### config.mk
export PLATFORM = sky130hd
export DESIGN_NAME = download_capture
export DESIGN_NICKNAME = d
export VERILOG_FILES = /design/src/hdl/druaga_pkg.sv /design/src/hdl/download_capture.sv
export SDC_FILE = /design/constraint.sdc
export NUM_CORES = 1
export LEC_CHECK = 0
export BUFFER_PORTS_ARGS = -buffer_cell sky130_fd_sc_hd__clkbuf_2
export CAP_MARGIN = 0
export CORE_UTILIZATION = 38
export DETAILED_ROUTE_END_ITERATION = 8
export PLACE_DENSITY = 0.75
export SYNTH_ARGS = -nofsm -noshare
export SYNTH_HDL_FRONTEND = slang
export SYNTH_SLANG_ARGS = --single-unit
### constraint.sdc
create_clock -name clock_48 -period 1.7 [get_ports clock_48]
set_input_delay 0.34 -clock clock_48 [delete_from_list [all_inputs] [get_ports clock_48]]
set_output_delay 0.34 -clock clock_48 [all_outputs]
set_load 0.01 [all_outputs]
### src/hdl/druaga_pkg.sv
`default_nettype none

package druaga_pkg;

	// One byte from the host, address within the ROM map
	typedef struct packed {
		logic [16:0] addr;
		logic [7:0]  data;
	} rom_write_t;

	typedef enum logic [3:0] {
		REGION_CPU0    = 4'd0,
		REGION_SPCHIP0 = 4'd1,
		REGION_SPCHIP1 = 4'd2,
		REGION_CPU1    = 4'd3,
		REGION_BGCHIP  = 4'd4,
		REGION_SPCLUT  = 4'd5,
		REGION_BGCLUT  = 4'd6,
		REGION_WAVE    = 4'd7,
		REGION_PALET   = 4'd8,
		REGION_NONE    = 4'd9
	} rom_region_e;

	// Decoded write, offset relative to the region base
	typedef struct packed {
		rom_region_e region;
		logic [14:0] offset;
		logic [7:0]  data;
	} region_write_t;

	// ROM map, regions in ascending order
	localparam logic [16:0] CPU0_BASE    = 17'h00000;
	localparam logic [16:0] SPCHIP0_BASE = 17'h08000;
	localparam logic [16:0] SPCHIP1_BASE = 17'h0C000;
	localparam logic [16:0] CPU1_BASE    = 17'h10000;
	localparam logic [16:0] BGCHIP_BASE  = 17'h12000;
	localparam logic [16:0] SPCLUT_BASE  = 17'h13000;
	localparam logic [16:0] BGCLUT_BASE  = 17'h13400;
	localparam logic [16:0] WAVE_BASE    = 17'h13500;
	localparam logic [16:0] PALET_BASE   = 17'h13600;
	localparam logic [16:0] MAP_END      = 17'h13620;

	// Game model as reported by the host
	typedef enum logic [6:0] {
		MODEL_DRUAGA   = 7'd0,
		MODEL_DIGDUG2  = 7'd1,
		MODEL_MAPPY    = 7'd2,
		MODEL_VARIANT3 = 7'd3,
		MODEL_VARIANT4 = 7'd4,
		MODEL_MOTOS    = 7'd5,
		MODEL_GROBDA   = 7'd6
	} core_model_e;

	typedef struct packed {
		logic [7:0] dsw0;
		logic [7:0] dsw1;
		logic [7:0] dsw2;
	} dip_switches_t;

endpackage

`default_nettype wire

### src/hdl/download_capture.sv
`timescale 1ns/1ps
`default_nettype none

module download_capture (
	input  wire                    clock_48,
	input  wire                    arst_n,
	input  logic                   download,
	input  logic                   wr,
	input  logic [24:0]            addr,
	input  logic [7:0]             dout,
	output logic                   capture_valid,
	output druaga_pkg::rom_write_t capture,
	output logic                   download_done
);

	logic wr_q;
	logic download_q;
	logic write_pulse;

	// Rising strobe, only while a download is running
	assign write_pulse = wr & ~wr_q & download;

	always_ff @(posedge clock_48 or negedge arst_n) begin
		if (!arst_n) begin
			wr_q          <= 1'b0;
			download_q    <= 1'b0;
			capture_valid <= 1'b0;
			download_done <= 1'b0;
		end else begin
			wr_q          <= wr;
			download_q    <= download;
			capture_valid <= write_pulse;
			// End of download
			download_done <= download_q & ~download;
		end
	end

	// Byte and address as seen at the rising strobe
	always_ff @(posedge clock_48) begin
		if (write_pulse) begin
			capture.addr <= addr[16:0];
			capture.data <= dout;
		end
	end

endmodule

`default_nettype wire

### After elaboration in Yosys (flattened, before gate mapping)

Index checks and enable logic that the tools add are counted.

| operators by class | value |
|---|---|
| divide/modulo/power cells | 0 |
| multiply operators | 0 |
| reductions and logical operators | 0 |
| shift-type cells | 0 |
| equality and inequality tests | 0 |
| mux-type cells | 0 |
| bitwise gates (word level) | 5 |
| $add $sub $neg | 0 |
| $lt $le $gt $ge | 0 |

Operators with widths:

| kind | count |
|---|---|
| $and A1 B1 Y1 | 3 |
| $not A1 Y1 | 2 |

| word-level totals | value |
|---|---|
| word-level logic and storage cells | 11 |
| RAM bits | 0 |
| register bits after elaboration | 29 |
| bits in read-only memories | 0 |
| input bits | 37 |
| output and inout bits | 27 |
| latch bits | 0 |
| memories kept | 0 |

### Logic depth before layout (Yosys ltp)

| depth | value |
|---|---|
| word-level depth | 3 |
| depth in mapped cells | 1 |
| gate-level depth less buffers | 1 |

### Worst setup path after synthesis

No wires, ideal clock.

| path | value |
|---|---|
| path type | reg-to-reg |
| start | register wr_q |
| end | register capture[0] (netlist bit), enable pin |
| required time | 1.315 ns |
| path buffers | 0 |
| path slack | 0.230 ns |
| setup time | 0.385 ns |
| period minus slack after synthesis | 1.470 ns |
| cell stages (with the launch flop) | 2 |
| arrival time | 1.085 ns |
| cell sequence | dfrtp_1 -> and3b_1 |

| on the way | value |
|---|---|
| longest elaborated chain between the ends | 3 |

RTL lines:

| what | RTL line | text |
|---|---|---|
| start: declaration | download_capture.sv:16 | `logic wr_q;` |
| start signal: assignment | download_capture.sv:30 | `wr_q <= wr;` |
| $not A1 Y1 | download_capture.sv:21 | `assign write_pulse = wr & ~wr_q & download;` |
| $and A1 B1 Y1 (2 in a row) | download_capture.sv:21 |  |
| net write_pulse | download_capture.sv:18 | `logic write_pulse;` |
| end: declaration | download_capture.sv:12 | `output druaga_pkg::rom_write_t capture,` |

The timed path passes the listed nets, and every way through them passes these cells.
A chain may end at the register's enable or synchronous reset.

### Worst setup path in the final report

| path | value |
|---|---|
| start | register capture[1] (netlist bit) |
| end | output port capture[1] (netlist bit) |

No word-level cell between the ends.

==> impl_metrics.toml <==
[status]
status = "complete, no violations"

[floorplanning]
fp.dieH_um = 49.7
coreArea_um2 = 2040
die-width_um = 49.7
initial_core_util = 0.424
dieArea_um2 = 2470
rows = 16
boundaryPins = 64

[sta]
max_freq_mhz = 856
finalSetupViolations = 0
fin_skew_ps = 2.95
fin_setup_tns_ps = 0
finalCritPeriodShare = 0.687
hold_viol = 0
worst_slew_margin_rel = 0.879
finalCriticalPeriod_ps = 1170
rsz0062_at_grt = "false"
drv_slew = 0
worst_slew_pin_slew_ps = 181

[setup_path]
slowest_stage = "edfxtp_1"
criticalPathCategory = "flip-flop to output port"
crit_buf_inv = 1
worstPathRequired_ps = 1360
cp_cell_sequence = "clkbuf_2"
cp-end-kind = "output port"
arrival_ps = 830
cp_top_family = "flip-flops"
regToRegSetupSlack_ps = 590
slowest_delay_ps = 380
worst_setup_path_start_kind = "flip-flop"
cp_max_fo = 1

[clock_network]
clkLatencyLatePin_ps = 310
cts_buffers = 5
clk_pin_slew_ps = 80
clkSinkCount = 29
cts_tree = "built"
root_buffer = "clkbuf_4"
clockBufferDepth = 2
h-tree-depth = 2

[global_routing]
grt_pass1_wl_mm = 2.30
track_usage = 0.141
grt_max_degree = 15
antenna_found_initial = 0
grt_pass1_vias = 518
overflow = 0

[drt]
firstDrtPassIters = 4
vias = 508
viasPerCell = 4.13
wl_mm = 1.56
drt_iter0_markers = 9
wire_per_inst_um = 12.7
ant_nets = 0
drc = 0

[cells_and_area]
area_delta_synth_final_pct = 43.8
nNetsFinal = 133
drive_gt1_frac = 0.646
nFillCells = 169
stdcell_count = 123
antennaDiodeCount = 0

[pwr]
leakage_nw = 0.558
ir_drop_mv = 0.597
p_per_area_nw_per_um2 = 987

[place]
gp_congestion = 0.713
io_buffers = 55
dp.cells = 115

[synth]
syn_area_per_cell_um2 = 27.9
synth_seq_area_share = 0.983
netlist_instances = 31
ys_ff_latch = 29
synth_cell_types = 4
yosysWarningCount = 0
syn-num-nets = 68
syn_area_um2 = 866

[worst_hold_path]
hold_class = "input port to flip-flop"

[run]
maxCapViolCount = 0
[placed cells by master (no fill, tap or decap)]
cell type	instances
and3b_1	1
buf_4	2
clkbuf_1	1
clkbuf_2	55
clkbuf_4	5
clkinv_1	1
dfrtp_1	4
dlygate4sd3_1	1
edfxtp_1	25
nor2b_1	1
[sequential cells by signal, summed over array words and instances (netlist names)]
signal / cells
download_done: 1
capture_valid: 1
download_q: 1
capture: 25
wr_q: 1
[path summary, 6_finish.rpt]
kind | startpoint | to | cells after the start
min in group asynchronous | arst_n | download_done$_DFF_PN0_ | 2
worst max register to register | wr_q$_DFF_PN0_ | capture[6]$_DFFE_PP_ | 2
worst min-delay path | wr | wr_q$_DFF_PN0_ | 1
max in group asynchronous | arst_n | download_q$_DFF_PN0_ | 2
worst max-delay path | capture[1]$_DFFE_PP_ | capture[1] | 1
worst min register to register | download_q$_DFF_PN0_ | download_done$_DFF_PN0_ | 1
[through the flow]
stage	setup WS [ps]	instance area, µm²	hold WS (ps)	power (mW)	utilization
2_1_floorplan	230	866	44.4	0.837	-
3_3_place_gp	545	1190	146	0.889	0.583
3_5_place_dp	525	1190	151	0.892	0.583
4_1_cts	512	1240	132	1.25	0.610
5_1_grt	475	1240	117	1.28	0.610
6_report	532	1240	143	1.23	0.610
[cells by family after synthesis]
logic type,after synthesis,synth area share
flip-flops,29,0.983
AND/OR/NAND/NOR,2,0.0173
[cell type report]
class,count,area [µm²],area share
clock buffer,6,41.3,0.0332
clock inverter,1,3.75,0.00302
multi-input combinational,2,15.0,0.0121
sequential,29,851,0.683
tap,27,33.8,0.0271
timing repair buffer,58,300,0.241
[synth_stat cells]
master    count  area (µm²)
edfxtp_1     25         751
nor2b_1       1        6.26
dfrtp_1       4         100
and3b_1       1        8.76
[layer usage]
layer  vias up  GRT usage  routed length, µm
met5         -          0                  0
li1        248          -                  -
met4         0     0.0714                 27
met1       233      0.135                555
met2        23      0.230                872
met3         4     0.0926                109
[where the power goes]
group / switching [mW] / total [mW] / leakage (nW) / internal, mW
registers: 0.00476 / 0.802 / 0.279 / 0.798
clock network: 0.204 / 0.353 / 0.0258 / 0.150
logic: 0.0351 / 0.0738 / 0.253 / 0.0387
[what timing repair did]
| action | 4_1_cts | 5_1_grt |
|---|---|---|
| hold endpoints to repair | 4 | 0 |
| resized for setup | 0 | 0 |
| hold buffers | 1 | 0 |
| setup buffers | 0 | 0 |
(Power assumes the default switching activity.)
