### config.mk
export PLATFORM = sky130hd
export DESIGN_NAME = rom_region_decoder
export DESIGN_NICKNAME = d
export VERILOG_FILES = /design/src/hdl/druaga_pkg.sv /design/src/hdl/rom_region_decoder.sv
export SDC_FILE = /design/constraint.sdc
export NUM_CORES = 1
export LEC_CHECK = 0
export ABC_AREA = 1
export BUFFER_PORTS_ARGS = -buffer_cell sky130_fd_sc_hd__buf_2
export CAP_MARGIN = 20
export CORE_AREA = 2 2 51 64
export CTS_BUF_LIST = sky130_fd_sc_hd__clkbuf_2
export DETAILED_ROUTE_END_ITERATION = 7
export DIE_AREA = 0 0 53 66
export GPL_ROUTABILITY_DRIVEN = 1
export PLACE_DENSITY = 0.83
export SLEW_MARGIN = 20
export SYNTH_ARGS = -nofsm -noshare
export SYNTH_HDL_FRONTEND = slang
export SYNTH_SLANG_ARGS = --single-unit
### constraint.sdc
create_clock -name clock_48 -period 0.8 [get_ports clock_48]
set_input_delay 0.08 -clock clock_48 [delete_from_list [all_inputs] [get_ports clock_48]]
set_output_delay 0.08 -clock clock_48 [all_outputs]
set_load 0.01 [all_outputs]
### src/hdl/druaga_pkg.sv
`default_nettype none

package druaga_pkg;

	// One byte from the host, address within the ROM map
	typedef struct packed {
		logic [16:0] addr;
		logic [7:0]  data;
	} rom_write_t;

	typedef enum logic [3:0] {
		REGION_CPU0    = 4'd0,
		REGION_SPCHIP0 = 4'd1,
		REGION_SPCHIP1 = 4'd2,
		REGION_CPU1    = 4'd3,
		REGION_BGCHIP  = 4'd4,
		REGION_SPCLUT  = 4'd5,
		REGION_BGCLUT  = 4'd6,
		REGION_WAVE    = 4'd7,
		REGION_PALET   = 4'd8,
		REGION_NONE    = 4'd9
	} rom_region_e;

	// Decoded write, offset relative to the region base
	typedef struct packed {
		rom_region_e region;
		logic [14:0] offset;
		logic [7:0]  data;
	} region_write_t;

	// ROM map, regions in ascending order
	localparam logic [16:0] CPU0_BASE    = 17'h00000;
	localparam logic [16:0] SPCHIP0_BASE = 17'h08000;
	localparam logic [16:0] SPCHIP1_BASE = 17'h0C000;
	localparam logic [16:0] CPU1_BASE    = 17'h10000;
	localparam logic [16:0] BGCHIP_BASE  = 17'h12000;
	localparam logic [16:0] SPCLUT_BASE  = 17'h13000;
	localparam logic [16:0] BGCLUT_BASE  = 17'h13400;
	localparam logic [16:0] WAVE_BASE    = 17'h13500;
	localparam logic [16:0] PALET_BASE   = 17'h13600;
	localparam logic [16:0] MAP_END      = 17'h13620;

	// Game model as reported by the host
	typedef enum logic [6:0] {
		MODEL_DRUAGA   = 7'd0,
		MODEL_DIGDUG2  = 7'd1,
		MODEL_MAPPY    = 7'd2,
		MODEL_VARIANT3 = 7'd3,
		MODEL_VARIANT4 = 7'd4,
		MODEL_MOTOS    = 7'd5,
		MODEL_GROBDA   = 7'd6
	} core_model_e;

	typedef struct packed {
		logic [7:0] dsw0;
		logic [7:0] dsw1;
		logic [7:0] dsw2;
	} dip_switches_t;

endpackage

`default_nettype wire

### src/hdl/rom_region_decoder.sv
`timescale 1ns/1ps
`default_nettype none

module rom_region_decoder (
	input  wire                       clock_48,
	input  wire                       arst_n,
	input  logic                      capture_valid,
	input  druaga_pkg::rom_write_t    capture,
	output logic                      region_valid,
	output druaga_pkg::region_write_t region_wr
);

	druaga_pkg::rom_region_e region;
	logic [16:0]             base;
	logic [16:0]             offset_full;

	// Highest base first, first match wins
	always_comb begin
		region = druaga_pkg::REGION_NONE;
		base   = druaga_pkg::CPU0_BASE;
		if (capture.addr >= druaga_pkg::MAP_END) begin
			region = druaga_pkg::REGION_NONE;
		end else if (capture.addr >= druaga_pkg::PALET_BASE) begin
			region = druaga_pkg::REGION_PALET;
			base   = druaga_pkg::PALET_BASE;
		end else if (capture.addr >= druaga_pkg::WAVE_BASE) begin
			region = druaga_pkg::REGION_WAVE;
			base   = druaga_pkg::WAVE_BASE;
		end else if (capture.addr >= druaga_pkg::BGCLUT_BASE) begin
			region = druaga_pkg::REGION_BGCLUT;
			base   = druaga_pkg::BGCLUT_BASE;
		end else if (capture.addr >= druaga_pkg::SPCLUT_BASE) begin
			region = druaga_pkg::REGION_SPCLUT;
			base   = druaga_pkg::SPCLUT_BASE;
		end else if (capture.addr >= druaga_pkg::BGCHIP_BASE) begin
			region = druaga_pkg::REGION_BGCHIP;
			base   = druaga_pkg::BGCHIP_BASE;
		end else if (capture.addr >= druaga_pkg::CPU1_BASE) begin
			region = druaga_pkg::REGION_CPU1;
			base   = druaga_pkg::CPU1_BASE;
		end else if (capture.addr >= druaga_pkg::SPCHIP1_BASE) begin
			region = druaga_pkg::REGION_SPCHIP1;
			base   = druaga_pkg::SPCHIP1_BASE;
		end else if (capture.addr >= druaga_pkg::SPCHIP0_BASE) begin
			region = druaga_pkg::REGION_SPCHIP0;
			base   = druaga_pkg::SPCHIP0_BASE;
		end else begin
			region = druaga_pkg::REGION_CPU0;
			base   = druaga_pkg::CPU0_BASE;
		end
	end

	// Largest region is 32k, so 15 bits hold any offset
	assign offset_full = capture.addr - base;

	always_ff @(posedge clock_48 or negedge arst_n) begin
		if (!arst_n) begin
			region_valid <= 1'b0;
		end else begin
			region_valid <= capture_valid && (region != druaga_pkg::REGION_NONE);
		end
	end

	always_ff @(posedge clock_48) begin
		if (capture_valid) begin
			region_wr.region <= region;
			region_wr.offset <= offset_full[14:0];
			region_wr.data   <= capture.data;
		end
	end

endmodule

`default_nettype wire

# --- Yosys cells after proc, flatten, opt, wreduce, memory -nomap -nowiden ---
# Cells that the tools add are included.
# W data, S select, Z words.
word_totals:
  register_bits: 28
  latchBits: 0
  ramBits: 0
  rom_bits: 0
  out_inout_bits: 28
  elab_cells: 33
  n_memories: 0
classes:
  n_addsub: 1
  n_mul: 0
  div: 0
  order_cmp: 9
  eq_ne: 1
  shift: 0
  n_mux: 17
  n_bitwise: 0
  reduce_logical: 1
op_table:
  columns: ["cell", "n"]
  rows:
  - ["$mux W15", 8]
  - ["$ge A17 B17 Y1 const B", 7]
  - ["$ge A17 B16 Y1 const B", 2]
  - ["$sub A15 B15 Y15", 1]
  - ["$mux W3", 4]
  - ["$mux W4", 2]
  - ["$mux W2", 2]
  - ["$ne A4 B4 Y1 const B", 1]
  - ["$logic_and A1 B1 Y1", 1]
  - ["$mux W1", 1]

# --- Logic depth before layout (Yosys ltp) ---
depth:
  word_depth: 12
  ltp_mapped: 16
  mapped_depth_nobuf: 16

# --- Worst setup path after synthesis ---
# Ideal clock, no wire load.
synth_path:
  kind: "input-to-reg"
  from: "input capture[22] in the netlist's numbering"
  to: "register region_wr[22] in the netlist's numbering, data pin"
  arrival_time_ns: 1.477
  t_required_ns: 0.548
  setup_slack_ns: -0.930
  stages: 14
  n_path_buf: 0
  cell_sequence: "nor2_4 nand2_1 nor4_1 ha_1 inv_1 fa_1 nand2_1 nand2_1 nand2_1 nand2_1 nand2_1 nand2_1 nand2_1 nand2_1"
synth_via:
  elab_chain_len: 10
  elab_cells_between_ends: 17
  classes_between: "add/sub (1); order compare (8); mux (8)"
synth_lines:
  columns: ["item", "line", "source"]
  rows:
  - ["start, declared", "rom_region_decoder.sv:8", "input druaga_pkg::rom_write_t capture,"]
  - ["$ge A17 B16 Y1", "rom_region_decoder.sv:41", "end else if (capture.addr >= druaga_pkg::SPCHIP1_BASE) begin"]
  - ["$mux W15", "rom_region_decoder.sv:41", null]
  - ["$mux W15", "rom_region_decoder.sv:38", "end else if (capture.addr >= druaga_pkg::CPU1_BASE) begin"]
  - ["$mux W15", "rom_region_decoder.sv:35", "end else if (capture.addr >= druaga_pkg::BGCHIP_BASE) begin"]
  - ["$mux W15", "rom_region_decoder.sv:32", "end else if (capture.addr >= druaga_pkg::SPCLUT_BASE) begin"]
  - ["$mux W15", "rom_region_decoder.sv:29", "end else if (capture.addr >= druaga_pkg::BGCLUT_BASE) begin"]
  - ["$mux W15", "rom_region_decoder.sv:26", "end else if (capture.addr >= druaga_pkg::WAVE_BASE) begin"]
  - ["$mux W15", "rom_region_decoder.sv:23", "end else if (capture.addr >= druaga_pkg::PALET_BASE) begin"]
  - ["$mux W15", "rom_region_decoder.sv:21", "if (capture.addr >= druaga_pkg::MAP_END) begin"]
  - ["$sub A15 B15 Y15 (*)", "rom_region_decoder.sv:54", "assign offset_full = capture.addr - base;"]
  - ["via offset_full[14]", "rom_region_decoder.sv:15", "logic [16:0] offset_full;"]
  - ["end, declared", "rom_region_decoder.sv:10", "output druaga_pkg::region_write_t region_wr"]
# Mark *: on every way through the listed nets, which the timed path passes. The rest lies on a longest branch.
# A chain may end at the register's enable or synchronous reset.

# --- Worst setup path after layout ---
layout_path:
  from: "input capture[22] in the netlist's numbering"
  to: "register region_wr[18] in the netlist's numbering, data pin"
layout_via:
  elab_chain_len: 9
  elab_cells_between_ends: 15
  classes_between: "add/sub (1); order compare (7); mux (7)"
layout_lines:
  columns: ["item", "line"]
  rows:
  - ["$ge A17 B17 Y1", "rom_region_decoder.sv:38"]
  - ["$mux W15", "rom_region_decoder.sv:38"]
  - ["$mux W15", "rom_region_decoder.sv:35"]
  - ["$mux W15", "rom_region_decoder.sv:32"]
  - ["$mux W15", "rom_region_decoder.sv:29"]
  - ["$mux W15", "rom_region_decoder.sv:26"]
  - ["$mux W15", "rom_region_decoder.sv:23"]
  - ["$mux W15 (*)", "rom_region_decoder.sv:21"]
  - ["$sub A15 B15 Y15 (*)", "rom_region_decoder.sv:54"]
  - ["via offset_full[10]", "rom_region_decoder.sv:15"]
# Marked as above.

==> results by group <==
Status
  – Status: complete, but fails checks
  – Failing checks: setup timing

Drt
  – Vias: 1,300
  – DRC errors left: 0
  – Routed metal-1 wire length: 1260 um
  – Initial DRT Pass Iterations: 4
  – Iter 0 DRT Violations: 16
  – DR WL met3: 217 um
  – DR vias/cell: 4.78
  – Metal2 WL: 2000 um
  – Routed WL: 3530 um
  – Routed length per instance: 13.0 um
  – Uppermost layer routed: met4
  – Antenna Nets Post-Route: 0

Pwr
  – Switching power: 0.000838 W
  – Switching Share: 26.2%
  – Power share of the clock group: 15.0%
  – PwrDens: 1380 nW/um2
  – Peak supply drop: 0.875 mV
  – Comb power frac: 28.9%
  – Seq pwr share: 56.0%
  – Internal power: 0.00236 W
  – Static leakage: 1.08 nW

Min path
  – Worst min path class: in -> reg
  – Hold Path Origin: capture_valid
  – WHS Endpoint: region_wr[1]
  – Hold Crit Depth: 2

Run
  – Max-cap violations: 0

Global routing
  – Initial antenna violation count: 0
  – Vias in the first global route: 1,340
  – Pin count of the biggest net entering global routing: 29
  – First-pass GRT wire length: 5260 um
  – GRT overflow: 0
  – Global Route Usage Sum: 20.5%

Clocking
  – CTS HTree Levels: 1
  – CTS tree: yes
  – Root Driver: clkbuf_2
  – CTS buffer count: 3
  – TritonCTS Sinks: 28
  – Clock slew seen by the registers of the worst setup and hold paths: 0.22 ns
  – Worst-case clock buffer depth: 2

Placed design
  – Number of port buffers: 55
  – Pre-CTS setup slack: -1.14 ns
  – RD Place Congestion: 0.845
  – DP HPWL: 2380 um

Cells and area
  – # fillers: 157
  – Ant diodes: 0
  – Share of cells above drive strength 1: 57.6%
  – Commonest non-fill, non-tap cell in the layout: buf_2
  – Most frequent cells in the layout: 51 x buf_2, 35 x buf_4, 27 x edfxtp_1, 23 x nand2_1, 18 x dlygate4sd3_1
  – Final #Nets: 271
  – Area growth syn-to-layout: 71.3%

Floorplanning
  – FP Rows: 22
  – Die Span Y: 66 um
  – Initial core utilization: 47.0%
  – Die width: 53 um
  – Core Area: 2890 um2
  – Die ar.: 3500 um2
  – Ports: 56

Yosys
  – Net Count, Synth: 156
  – Syn_area_per_cell: 11.1 um2
  – Register area share after synthesis: 61.6%
  – Synth warn: 0
  – Synthesized area: 1360 um2
  – Cell taking the most area after synthesis: edfxtp_1
  – Post-synthesis register bit count: 28
  – Synth top area share: 59.7%
  – Mapped Cells: 122
  – Netlist cell types: 24
  – Synth top area cells: edfxtp_1 60%, nand2_1 7.7%, ha_1 4.6%, inv_1 3.3%, nor2_1 2.5%

Critical path
  – CP Class: in -> reg
  – Worst EP required: 0.92 ns
  – WP data arrival: 1.72 ns
  – Worst Setup End Kind: register
  – CP max stage cell: fa_2
  – CP dominant cell by count: buf_6
  – Crit path max fanout: 4
  – Max incr delay on CP: 0.34 ns
  – CP startpoint kind: input pin
  – Critical-path cell list: buf_8 -> nor2_4 -> nand2_2 -> nor4_4 -> ha_2 -> inv_2 -> fa_2 -> buf_4 -> buf_6 -> buf_6 -> xor2_1
  – CP bufs+invs: 5
  – Top Family by Delay on Critical Path: adder cells

STA
  – Setup TNS: -8.71 ns
  – Final Cycle Share: 200%
  – Final Slew Violations: 0
  – Max Fclk: 626 MHz
  – Final setup viols: 36
  – Setup ws final: -0.798 ns
  – Post-layout minimum cycle time: 1.60 ns
  – Slew margin rel.: 82.0%
  – Worst-Margin Slew: 0.270 ns
  – Final count of hold timing violations: 0
  – RSZ-0062 raised after global routing: true
[sequential cells by signal (all words and copies together), names as in the netlist]
register and cells:
region_wr 27, region_valid 1
[power groups by stage]
stage | Sequential [W] | Combinational, W | Clock [W]
floorplan | 0.00191 | 0.000263 | 0
global placement | 0.00182 | 0.000723 | 0
detailed placement | 0.00183 | 0.000746 | 0
CTS | 0.00180 | 0.000873 | 0.000498
global route | 0.00181 | 0.00101 | 0.000543
finish | 0.00179 | 0.000926 | 0.000482
[metal layers]
layer  vias up  global-route usage, %
met5         -                      0
met4         0                   12.8
met3         4                   1.81
met2        53                   40.6
met1       603                   19.0
li1        640                      -
[cell type report]
type	count	area, um2	area share (%)
multi-input combinational	78	583	25.1
sequential	28	836	35.9
timing repair buffer	110	782	33.6
clock buffer	4	20.0	0.861
inverter	16	60.1	2.58
tap	36	45.0	1.94
[worst max path at each step]
stage                           start            end  slack [ns]  depth (start not counted)
final                     capture[22]  region_wr[18]       -0.80                         11
after global routing      capture[22]  region_wr[22]       -0.83                         15
after CTS                 capture[23]  region_wr[22]       -0.67                         15
after detailed placement  capture[22]  region_wr[22]       -1.14                         15
after global placement    capture[22]  region_wr[22]       -1.06                         15
after floorplan           capture[22]  region_wr[22]       -0.87                         14
[stage by stage]
step | hold slack [ns] | utilization (%) | std cells | area (um2) | total power, W
finish | 0.163 | 80.5 | 272 | 2330 | 0.00320
global route | 0.148 | 80.5 | 272 | 2330 | 0.00336
CTS | 0.140 | 77.6 | 267 | 2240 | 0.00317
detailed placement | -0.140 | 66.5 | 239 | 1920 | 0.00258
global placement | -0.146 | 66.5 | 239 | 1920 | 0.00255
floorplan | -0.216 | - | 122 | 1390 | 0.00218
[logic make-up (layout without fill, tap and decap cells)]
group	count (synthesis)	in the layout	synth area share, %
compound gates	13	13	5.90
simple gates	56	56	20.1
flops	28	28	61.6
buf+inv	16	130	4.42
fa+ha+maj	6	6	6.08
xor+xnor	3	3	1.94
[synth_stat cells]
master    instances
nand2_4           1
o21ai_0           3
fa_1              1
nand3_1           4
edfxtp_1         27
a21boi_1          1
xor2_1            3
dfrtp_1           1
inv_1            12
a21oi_1           5
nor4_1            1
o21ai_2           1
nor2_1            9
nand2_1          28
nor2_4            2
nand3b_1          1
nor2_2            3
nand2_2           4
inv_2             4
nand3_2           1
nand4_1           2
a21o_1            2
a21oi_2           1
ha_1              5
[repair_timing]
item,in CTS,in global routing
resized for setup,22,13
endpoints found under the hold margin,17,0
hold buffers,18,0
setup buffers,7,5
gates cloned,0,0
endpoints found under the setup margin,35,36
pin swaps,11,6
(Power assumes the default switching activity.)
