`src/hdl/druaga_pkg.sv`:
```
`default_nettype none

package druaga_pkg;

	// One byte from the host, address within the ROM map
	typedef struct packed {
		logic [16:0] addr;
		logic [7:0]  data;
	} rom_write_t;

	typedef enum logic [3:0] {
		REGION_CPU0    = 4'd0,
		REGION_SPCHIP0 = 4'd1,
		REGION_SPCHIP1 = 4'd2,
		REGION_CPU1    = 4'd3,
		REGION_BGCHIP  = 4'd4,
		REGION_SPCLUT  = 4'd5,
		REGION_BGCLUT  = 4'd6,
		REGION_WAVE    = 4'd7,
		REGION_PALET   = 4'd8,
		REGION_NONE    = 4'd9
	} rom_region_e;

	// Decoded write, offset relative to the region base
	typedef struct packed {
		rom_region_e region;
		logic [14:0] offset;
		logic [7:0]  data;
	} region_write_t;

	// ROM map, regions in ascending order
	localparam logic [16:0] CPU0_BASE    = 17'h00000;
	localparam logic [16:0] SPCHIP0_BASE = 17'h08000;
	localparam logic [16:0] SPCHIP1_BASE = 17'h0C000;
	localparam logic [16:0] CPU1_BASE    = 17'h10000;
	localparam logic [16:0] BGCHIP_BASE  = 17'h12000;
	localparam logic [16:0] SPCLUT_BASE  = 17'h13000;
	localparam logic [16:0] BGCLUT_BASE  = 17'h13400;
	localparam logic [16:0] WAVE_BASE    = 17'h13500;
	localparam logic [16:0] PALET_BASE   = 17'h13600;
	localparam logic [16:0] MAP_END      = 17'h13620;

	// Game model as reported by the host
	typedef enum logic [6:0] {
		MODEL_DRUAGA   = 7'd0,
		MODEL_DIGDUG2  = 7'd1,
		MODEL_MAPPY    = 7'd2,
		MODEL_VARIANT3 = 7'd3,
		MODEL_VARIANT4 = 7'd4,
		MODEL_MOTOS    = 7'd5,
		MODEL_GROBDA   = 7'd6
	} core_model_e;

	typedef struct packed {
		logic [7:0] dsw0;
		logic [7:0] dsw1;
		logic [7:0] dsw2;
	} dip_switches_t;

endpackage

`default_nettype wire

```
`src/hdl/dip_switch_mapper.sv`:
```
`timescale 1ns/1ps
`default_nettype none

module dip_switch_mapper (
	input  wire                       clock_48,
	input  wire                       arst_n,
	input  logic [31:0]               status,
	input  logic [6:0]                core_mod,
	output druaga_pkg::dip_switches_t dip
);

	druaga_pkg::dip_switches_t dip_next;

	always_comb begin
		dip_next.dsw0 = status[15:8];
		dip_next.dsw1 = status[23:16];
		case (core_mod)
			druaga_pkg::MODEL_DRUAGA,
			druaga_pkg::MODEL_DIGDUG2,
			druaga_pkg::MODEL_VARIANT3,
			druaga_pkg::MODEL_GROBDA: begin
				dip_next.dsw2 = {status[19:16], status[27:24]};
			end
			druaga_pkg::MODEL_MAPPY: begin
				// Same nibble on both halves
				dip_next.dsw2 = {2{status[27:24]}};
			end
			default: begin
				dip_next.dsw2 = status[31:24];
			end
		endcase
	end

	always_ff @(posedge clock_48 or negedge arst_n) begin
		if (!arst_n) begin
			dip <= '0;
		end else begin
			dip <= dip_next;
		end
	end

endmodule

`default_nettype wire

```
`config.mk`:
```
export PLATFORM = sky130hd
export DESIGN_NAME = dip_switch_mapper
export DESIGN_NICKNAME = d
export VERILOG_FILES = /design/src/hdl/druaga_pkg.sv /design/src/hdl/dip_switch_mapper.sv
export SDC_FILE = /design/constraint.sdc
export NUM_CORES = 1
export LEC_CHECK = 0
export BUFFER_PORTS_ARGS = -buffer_cell sky130_fd_sc_hd__buf_2
export CORE_UTILIZATION = 40
export CTS_CLUSTER_SIZE = 25
export DETAILED_ROUTE_END_ITERATION = 6
export MAX_ROUTING_LAYER = met4
export PLACE_DENSITY = 0.79
export SLEW_MARGIN = 20
export SYNTH_ARGS = -nofsm -noshare
export SYNTH_HDL_FRONTEND = slang
export SYNTH_SLANG_ARGS = --single-unit
export TNS_END_PERCENT = 20
```
`constraint.sdc`:
```
create_clock -name clock_48 -period 1.09 [get_ports clock_48]
set_input_delay 0.218 -clock clock_48 [delete_from_list [all_inputs] [get_ports clock_48]]
set_output_delay 0.218 -clock clock_48 [all_outputs]
set_load 0.05 [all_outputs]
```
Word level (Yosys, flattened, before mapping)
Index checks and enable logic that the tools add are counted.

cells by class
  reductions and logical operators = 2
  mux-type cells = 1
  eq/ne operators = 4

operator list
  operator            number
  $pmux 8 s2          1
  $eq 7x2->1 const B  2
  $eq 7x1->1 const B  1
  $eq 7x3->1 const B  1
  $logic_not 7->1     1
  $reduce_or 4->1     1

word-level totals
  logic and storage cells = 10
  register bits after elaboration = 24
  output and inout port bits = 24

Depth between registers and ports, before layout
Gate-level depths: netlist of run 1.

  depth after elaboration = 3
  mapped depth = 4
  depth with buffers taken out = 3

Least setup slack after synthesis of run 1
No wires, ideal clock.

  path kind = in2reg
  start point = in core_mod[5]
  end point = reg dip[5] in the netlist's numbering
  arrival = 1,253 ps
  slack = -301 ps
  required time = 951 ps
  setup time = 139 ps
  stages on the path = 4
  path through = or4_4 > buf_6 > a2111oi_1 > a211oi_1

RTL lines
  element               line                     text
  start, declared       dip_switch_mapper.sv:8   input logic [6:0] core_mod,
  end signal, assigned  dip_switch_mapper.sv:38  dip <= dip_next;
  end, declared         dip_switch_mapper.sv:9   output druaga_pkg::dip_switches_t dip

Final worst setup path of run 1
  start point = reg dip[21] in the netlist's numbering
  end point = out dip[21] in the netlist's numbering

No word-level cell between the ends.

==> results of run 1 <==
==> timing repair <==
item | CTS | global route
endpoints found under the setup margin | 24 | 22
hold endpoints to repair | 25 | 3
resized for setup | 44 | 5
hold buffers | 2 | 3
pin swaps | 0 | 0
==> where the power goes <==
group	switching [W]	internal [W]
Clock	0.000259	0.000372
Sequential	0.0000253	0.000940
Combinational	0.000301	0.000194
Total	0.000586	0.00151
==> area by class of cell <==
class | instances | area, µm²
well taps | 27 | 33.8
multi-input cells | 28 | 285
fillers | 131 | 457
clock inverters | 1 | 30.0
repair buffers | 68 | 533
clock buffers | 3 | 22.5
flip-flops and latches | 24 | 601
==> layer usage <==
| layer | track usage | vias up | wire length (µm) |
|---|---|---|---|
| met5 | - | - | 0 |
| met4 | 0.114 | 0 | 51 |
| met3 | 0.0453 | 6 | 231 |
| met1 | 0.201 | 340 | 822 |
| met2 | 0.342 | 51 | 1260 |
| li1 | - | 343 | - |
==> per-stage QoR <==
stage | total power, W | worst slack [ns] | hold slack (ns) | setup TNS (ns) | instances
detailed placement | 0.00138 | -0.306 | 0.216 | -1.20 | 142
global placement | 0.00137 | -0.272 | 0.205 | -1.08 | 142
CTS | 0.00207 | -0.0200 | 0.000671 | -0.0232 | 148
global route | 0.00217 | -0.0471 | -0.0102 | -0.648 | 151
finish | 0.00209 | -0.0248 | 0.000218 | -0.0720 | 151
floorplan | 0.00121 | -0.168 | -0.0776 | -0.671 | 53
==> synth_stat cells <==
library cell and instances:
a2111oi_1 3, a2111oi_2 1, a211oi_1 4, and3b_1 4
buf_6 1, dfrtp_1 24, nand2b_1 1, nor2_1 4
nor2b_1 1, nor4_1 1, o22ai_1 4, or3b_2 4
or4_4 1
==> path summary, 6_finish.rpt <==
| kind | startpoint | to | cells after the start |
|---|---|---|---|
| max | dip[21] | dip[21] | 1 |
| min | status[15] | dip[23] | 1 |
| max in group asynchronous | arst_n | dip[4] | 2 |
| min in group asynchronous | arst_n | dip[22] | 2 |
==> cells by family (layout without fill, tap and decap cells) <==
group,after synthesis,in the layout,share of synthesized area
AOI/OAI and AO/OA,12,12,0.121
buffers and inverters,1,72,0.0136
DFF,24,24,0.726
and+or+nand+nor,16,16,0.139
==> results.toml, run 1 <==
[clock_tree]
cts_tree = "yes"
cts_setup_buffers = 0
root_buffer = "clkbuf_4"
clk_pin_slew_worst_paths_ns = 0.13
numCtsBuffers = 3
htreeDepth = 1
cts.sinks = 24
cts_max_path_buffers = 2

[die]
die_area_mm2 = 0.00225
fp.dieH_um = 47.5
num_rows = 16
io_pins = 65
fp.coreArea_mm2 = 0.00196
start_util = 0.422
die_x_um = 47.5

[grt]
overflow = 0
grt_max_degree = 25
antenna_found_initial = 0
grt_pass1_wl_mm = 2.85
grt_pass1_vias = 634
grt_util_all_layers = 0.197

[sta]
post-route-period-util = 1.02
setup_viol = 6
tightest_slew_ns = 0.508
slew_headroom = 0.662
setup_ws_ns = -0.0248
rsz0062_at_grt = "yes"
hold_viol = 0
fmax_mhz = 897
fin_crit_ns = 1.11
drv_slew = 0

[worst_setup_path]
crit_type = "flip-flop to output pin"
slowest_delay_ns = 0.42
arrival_ns = 0.90
worst-path-max-fanout = 1
crit_chain = "buf_6"
setup.worst_path.end_class = "output pin"
crit_slowest_cell = "dfrtp_1"
critPathLaunchType = "flip-flop"
critPathTopFamily = "flip-flops"
path_buf_inv = 1
cp.required_ns = 0.87

[yosys]
netlist.area_leader.share = 0.726
synth_cell_types = 13
syn_nets = 94
yosysSeqAreaShare = 0.726
syn_area_per_cell_um2 = 15.6
synth_top_area_cell = "dfrtp_1"
ys_ff_latch = 24
syn_inst = 53
synthTopCellsByArea = "dfrtp_1 (73%), and3b_1 (4.2%), or3b_2 (4.2%)"
synth_area_um2 = 827
ys.warnings.count = 0

[outcome]
failed_checks = "negative setup slack"
outcome = "finished, violations left"

[detailed_routing]
routedWlPerCell_um = 15.7
via_count = 740
firstDrtPassIters = 3
drt_iter0_drc = 3
viasPerCell = 4.90
route.detailed.drc = 0
ant_nets = 0
wirelength_mm = 2.37

[layout]
design_area_mm2 = 0.00151
largestRegisters = "dip x24"
final_cell_mix = "buf_2 (32), dfrtp_1 (24), buf_6 (24), buf_4 (7), dlygate4sd3_1 (5)"
diodes = 0
syn_to_final_growth_pct = 82.0
fin_util = 0.767
drive_gt1_frac = 0.621
final_common_cell = "buf_2"
top_register = "dip"
largest_reg_flops = 24
final_nets = 166

[place]
placed_area_mm2 = 0.00125
io_buffers = 56
place.gp.congestion = 0.869

[flow_run]
maxCapViolCount = 0

[pwr]
leakage_nw = 0.702
max-vdd-ir-drop_mv = 0.924
power.density_mw_per_mm2 = 1390

[worst_hold_path]
hold_path.class = "input pin to flip-flop"
Note: power is estimated with default switching activity, not from simulation.
==> run 2: changes to the inputs <==
--- a/config.mk
+++ b/config.mk
@@ -10,7 +10,7 @@
 export CTS_CLUSTER_SIZE = 25
 export DETAILED_ROUTE_END_ITERATION = 6
 export MAX_ROUTING_LAYER = met4
-export PLACE_DENSITY = 0.79
+export PLACE_DENSITY = 0.81
 export SLEW_MARGIN = 20
 export SYNTH_ARGS = -nofsm -noshare
 export SYNTH_HDL_FRONTEND = slang
==> run 2 against run 1 <==
  * The run still ends with negative setup slack left
  * Final area fell by 5.3%
  * Utilization shrank 4.1 points
  * Clock-buffer cell count unchanged
  * First-iteration DRC count down 67%
  * Final cell count decreased by 4.0%
  * Hold slack better by 0.010 ns
  * Critical path type unchanged
==> results.toml, run 2 (synthesis gave the netlist of run 1 again) <==
[place]
dpl.cell_count = 140
placed_area_mm2 = 0.00123
place.gp.congestion = 0.857
io_buffers = 56
hpwlAfterDp_mm = 1.52

[sta]
fin_crit_ns = 1.11
hold_viol = 0
tns_ns = -0.0169
drv_slew = 0
fmax_mhz = 903
post-route-period-util = 1.02
slew_headroom = 0.652
setup_ws_ns = -0.0169
setup_viol = 1
rsz0062_at_grt = "yes"
tightest_slew_ns = 0.522

[worst_setup_path]
setup.worst_path.end_class = "output pin"
slowest_delay_ns = 0.42
crit_chain = "buf_6"
path_buf_inv = 1
critPathTopFamily = "flip-flops"
arrival_ns = 0.89
cp.required_ns = 0.87
critPathLaunchType = "flip-flop"
worst-path-max-fanout = 1
crit_slowest_cell = "dfrtp_1"
crit_type = "flip-flop to output pin"

[layout]
largest_reg_flops = 24
syn_to_final_growth_pct = 72.3
drive_gt1_frac = 0.619
design_area_mm2 = 0.00143
top_register = "dip"
final_nets = 161
final_common_cell = "buf_2"
largestRegisters = "dip x24"
diodes = 0
final_cell_mix = "buf_2 (32), dfrtp_1 (24), buf_6 (24), buf_4 (5)"
stdcell_count = 145

[worst_hold_path]
hold_path.class = "input pin to flip-flop"

[outcome]
outcome = "finished, violations left"
failed_checks = "negative setup slack"

[detailed_routing]
wirelength_mm = 2.50
via_count = 736
firstDrtPassIters = 3
drt_iter0_drc = 1
viasPerCell = 5.08
routedWlPerCell_um = 17.3
ant_nets = 0
route.detailed.drc = 0

[die]
fp.coreArea_mm2 = 0.00196
die_area_mm2 = 0.00225
io_pins = 65
die_x_um = 47.5
fp.dieH_um = 47.5
num_rows = 16
start_util = 0.422

[pwr]
leakage_nw = 0.665
power.density_mw_per_mm2 = 1270
max-vdd-ir-drop_mv = 0.619

[clock_tree]
htreeDepth = 1
cts_tree = "yes"
root_buffer = "clkbuf_4"
cts_setup_buffers = 0
clk_pin_slew_worst_paths_ns = 0.12
cts_max_path_buffers = 2
numCtsBuffers = 3
cts.sinks = 24

[grt]
grt_max_degree = 25
overflow = 0
grt_pass1_vias = 656
antenna_found_initial = 0
grt_util_all_layers = 0.199
grt_pass1_wl_mm = 2.85

[flow_run]
maxCapViolCount = 0
-- run 2: through the flow --
step | worst slack (ns) | util | hold slack (ns) | total power (W)
after floorplan | -0.168 | - | -0.0776 | 0.00121
after global placement | -0.275 | 0.628 | 0.202 | 0.00137
after detailed placement | -0.304 | 0.628 | 0.211 | 0.00138
after CTS | 0.000135 | 0.691 | 0.00742 | 0.00177
after global routing | -0.0467 | 0.726 | -0.00333 | 0.00188
final | -0.0169 | 0.726 | 0.0106 | 0.00181
-- run 2: metal layers --
layer / track usage / vias to the layer above / part of all wire
met1: 0.184 / 349 / 0.39
met5: - / - / 0
li1: - / 331 / -
met3: 0.0491 / 6 / 0.064
met2: 0.381 / 50 / 0.52
met4: 0.0857 / 0 / 0.024
-- run 2: layout make-up --
cell class                      count  area (µm²)
Sequential cell                    24         601
Fill cell                         125         537
Multi-Input combinational cell     28         280
Clock buffer                        3        22.5
Tap cell                           27        33.8
Timing Repair Buffer               63         488
-- run 2: where the power goes --
part / leakage (nW) / switching, W / internal [W]
combinational: 0.369 / 0.000303 / 0.000182
clock: 0.0138 / 0.000228 / 0.000129
sequential: 0.281 / 0.0000258 / 0.000939
-- run 2: final timing paths --
check / start / cells past startpoint / slack, ns / end
min in group asynchronous: arst_n / 2 / 0.44 / dip[3]
setup / recovery: dip[16] / 1 / -0.02 / dip[16]
max in group asynchronous: arst_n / 2 / 0.29 / dip[18]
hold / removal: status[9] / 1 / 0.01 / dip[17]
-- run 2: repair_timing --
item,in CTS,in global routing
gates cloned,0,0
hold endpoints to repair,24,1
endpoints found under the setup margin,24,27
pin swaps,0,0
hold buffers,1,1
gates resized for setup,32,16
==> run 3: changes to the inputs <==
--- a/config.mk
+++ b/config.mk
@@ -6,11 +6,13 @@
 export NUM_CORES = 1
 export LEC_CHECK = 0
 export BUFFER_PORTS_ARGS = -buffer_cell sky130_fd_sc_hd__buf_2
-export CORE_UTILIZATION = 40
+export CAP_MARGIN = 40
+export CORE_UTILIZATION = 43
+export CTS_BUF_LIST = sky130_fd_sc_hd__clkbuf_8
 export CTS_CLUSTER_SIZE = 25
 export DETAILED_ROUTE_END_ITERATION = 6
 export MAX_ROUTING_LAYER = met4
-export PLACE_DENSITY = 0.81
+export PLACE_DENSITY = 0.93
 export SLEW_MARGIN = 20
 export SYNTH_ARGS = -nofsm -noshare
 export SYNTH_HDL_FRONTEND = slang
==> run 3 against run 2 <==
  * The run still ends with negative setup slack left
  * Final area down 5.5%
  * Utilization up 3.7 points
  * Via count down 6.9%
  * Routed wire length down 22%
  * Highest routed layer unchanged
==> results.toml, run 3 (synthesis gave the netlist of run 1 again) <==
[outcome]
outcome = "finished, violations left"
failed_checks = "negative setup slack"

[layout]
diodes = 0
syn_to_final_growth_pct = 62.8
top_register = "dip"
final_common_cell = "buf_2"
final_cell_mix = "buf_2 (43), dfrtp_1 (24), clkbuf_4 (11), buf_4 (8)"
largest_reg_flops = 24
drive_gt1_frac = 0.633
largestRegisters = "dip x24"
final_nets = 162
n_fill_cell = 136
stdcell_count = 145

[worst_hold_path]
hold_path.class = "input pin to flip-flop"

[pwr]
p_sw_frac = 0.281
p_clk_frac = 0.288
power.switching_w = 0.000545
max-vdd-ir-drop_mv = 0.681
internal-power_w = 0.00140
p_comb_frac = 0.221
power.total_w = 0.00194
leakage_nw = 0.645
seq_power_share = 0.490
power.density_mw_per_mm2 = 1440

[detailed_routing]
wirelength_mm = 1.96
via_count = 685
route.detailed.drc = 0
routedWlPerCell_um = 13.5
ant_nets = 0
viasPerCell = 4.72
drt_iter0_drc = 4
firstDrtPassIters = 2

[worst_setup_path]
cp.required_ns = 1.22
arrival_ns = 1.24
crit_type = "input pin to flip-flop"
critPathLaunchType = "input pin"
worst-path-max-fanout = 8
setup.worst_path.end_class = "flip-flop"

[sta]
fin_crit_ns = 1.11
worst_hold_slack_ns = 0.0672
rsz0062_at_grt = "yes"
setup_ws_ns = -0.0222
fmax_mhz = 899
post-route-period-util = 1.02
tightest_slew_ns = 0.499
setup_viol = 4
slew_headroom = 0.668
drv_slew = 0
hold_viol = 0

[grt]
grt_pass1_wl_mm = 2.70
grt_util_all_layers = 0.190
overflow = 0
antenna_found_initial = 0
grt_max_degree = 25
grt_pass1_vias = 667

[clock_tree]
htreeDepth = 1
cts.sinks = 24
root_buffer = "clkbuf_8"
clk_pin_slew_worst_paths_ns = 0.07
numCtsBuffers = 3
cts_max_path_buffers = 2
cts_tree = "yes"

[place]
hpwlAfterDp_mm = 1.58
dpl.cell_count = 139
io_buffers = 56
place.gp.congestion = 0.863

[die]
start_util = 0.469
io_pins = 65
die_area_mm2 = 0.00210
fp.coreArea_mm2 = 0.00176
fp.dieH_um = 45.9
die_x_um = 45.9
num_rows = 15

[flow_run]
maxCapViolCount = 0
==> run 3: changes by cell type in the layout (fill, tap and decap cells not counted) <==
cell | before | now
dlygate4sd3_1 | 2 | 1
buf_6 | 24 | 1
buf_2 | 32 | 43
clkbuf_8 | 0 | 4
buf_4 | 5 | 8
clkbuf_4 | 3 | 11
==> run 3: power groups by stage <==
| stage | Sequential, W | Clock (W) | Combinational, W |
|---|---|---|---|
| 2_1_floorplan | 0.00115 | 0 | 0.0000570 |
| 3_3_place_gp | 0.000967 | 0 | 0.000402 |
| 3_5_place_dp | 0.000970 | 0 | 0.000410 |
| 4_1_cts | 0.000953 | 0.000575 | 0.000417 |
| 5_1_grt | 0.000957 | 0.000597 | 0.000454 |
| 6_report | 0.000952 | 0.000560 | 0.000430 |
==> run 3: stage by stage <==
| stage | utilization | setup slack [ns] | setup TNS, ns | instance area [µm²] |
|---|---|---|---|---|
| 6_report | 0.763 | -0.0222 | -0.0497 | 1350 |
| 5_1_grt | 0.763 | -0.0559 | -0.208 | 1350 |
| 4_1_cts | 0.743 | -0.0231 | -0.0551 | 1310 |
| 3_5_place_dp | 0.701 | -0.311 | -1.21 | 1240 |
| 3_3_place_gp | 0.701 | -0.269 | -1.07 | 1240 |
| 2_1_floorplan | - | -0.168 | -0.671 | 896 |
==> run 3: worst paths after layout <==
| check | slack (ns) | cells after the start | from | endpoint |
|---|---|---|---|---|
| worst max-delay path | -0.02 | 4 | core_mod[3] | dip[4] |
| worst min-delay path | 0.07 | 1 | status[13] | dip[21] |
| max in group asynchronous | 0.27 | 2 | arst_n | dip[23] |
| min in group asynchronous | 0.49 | 2 | arst_n | dip[22] |
==> run 3: timing repair <==
item | 4_1_cts | 5_1_grt
setup endpoints to repair | 5 | 15
resized for setup | 2 | 11
hold endpoints to repair | 24 | 0
pin swaps | 0 | 0
hold buffers | 1 | 0
setup buffers | 0 | 1
==> run 3: layout make-up <==
| cell class | instances | area, µm² | share of cell area |
|---|---|---|---|
| clock buffers | 4 | 55.1 | 0.0409 |
| repair buffers | 64 | 379 | 0.282 |
| well taps | 25 | 31.3 | 0.0232 |
| multi-input cells | 28 | 280 | 0.208 |
| flip-flops and latches | 24 | 601 | 0.446 |
==> run 3: routing by layer <==
metal,track usage,routed length [µm],up-vias
li1,-,-,331
met3,0.0357,180,2
met2,0.346,1040,46
met4,0.0941,27,0
met1,0.190,705,306
met5,-,0,-
==> run 3: critical path, stage by stage <==
cell and delay [ns]:
buf_6 0.09, or4_4 0.63, a2111oi_4 0.22, a211oi_1 0.08
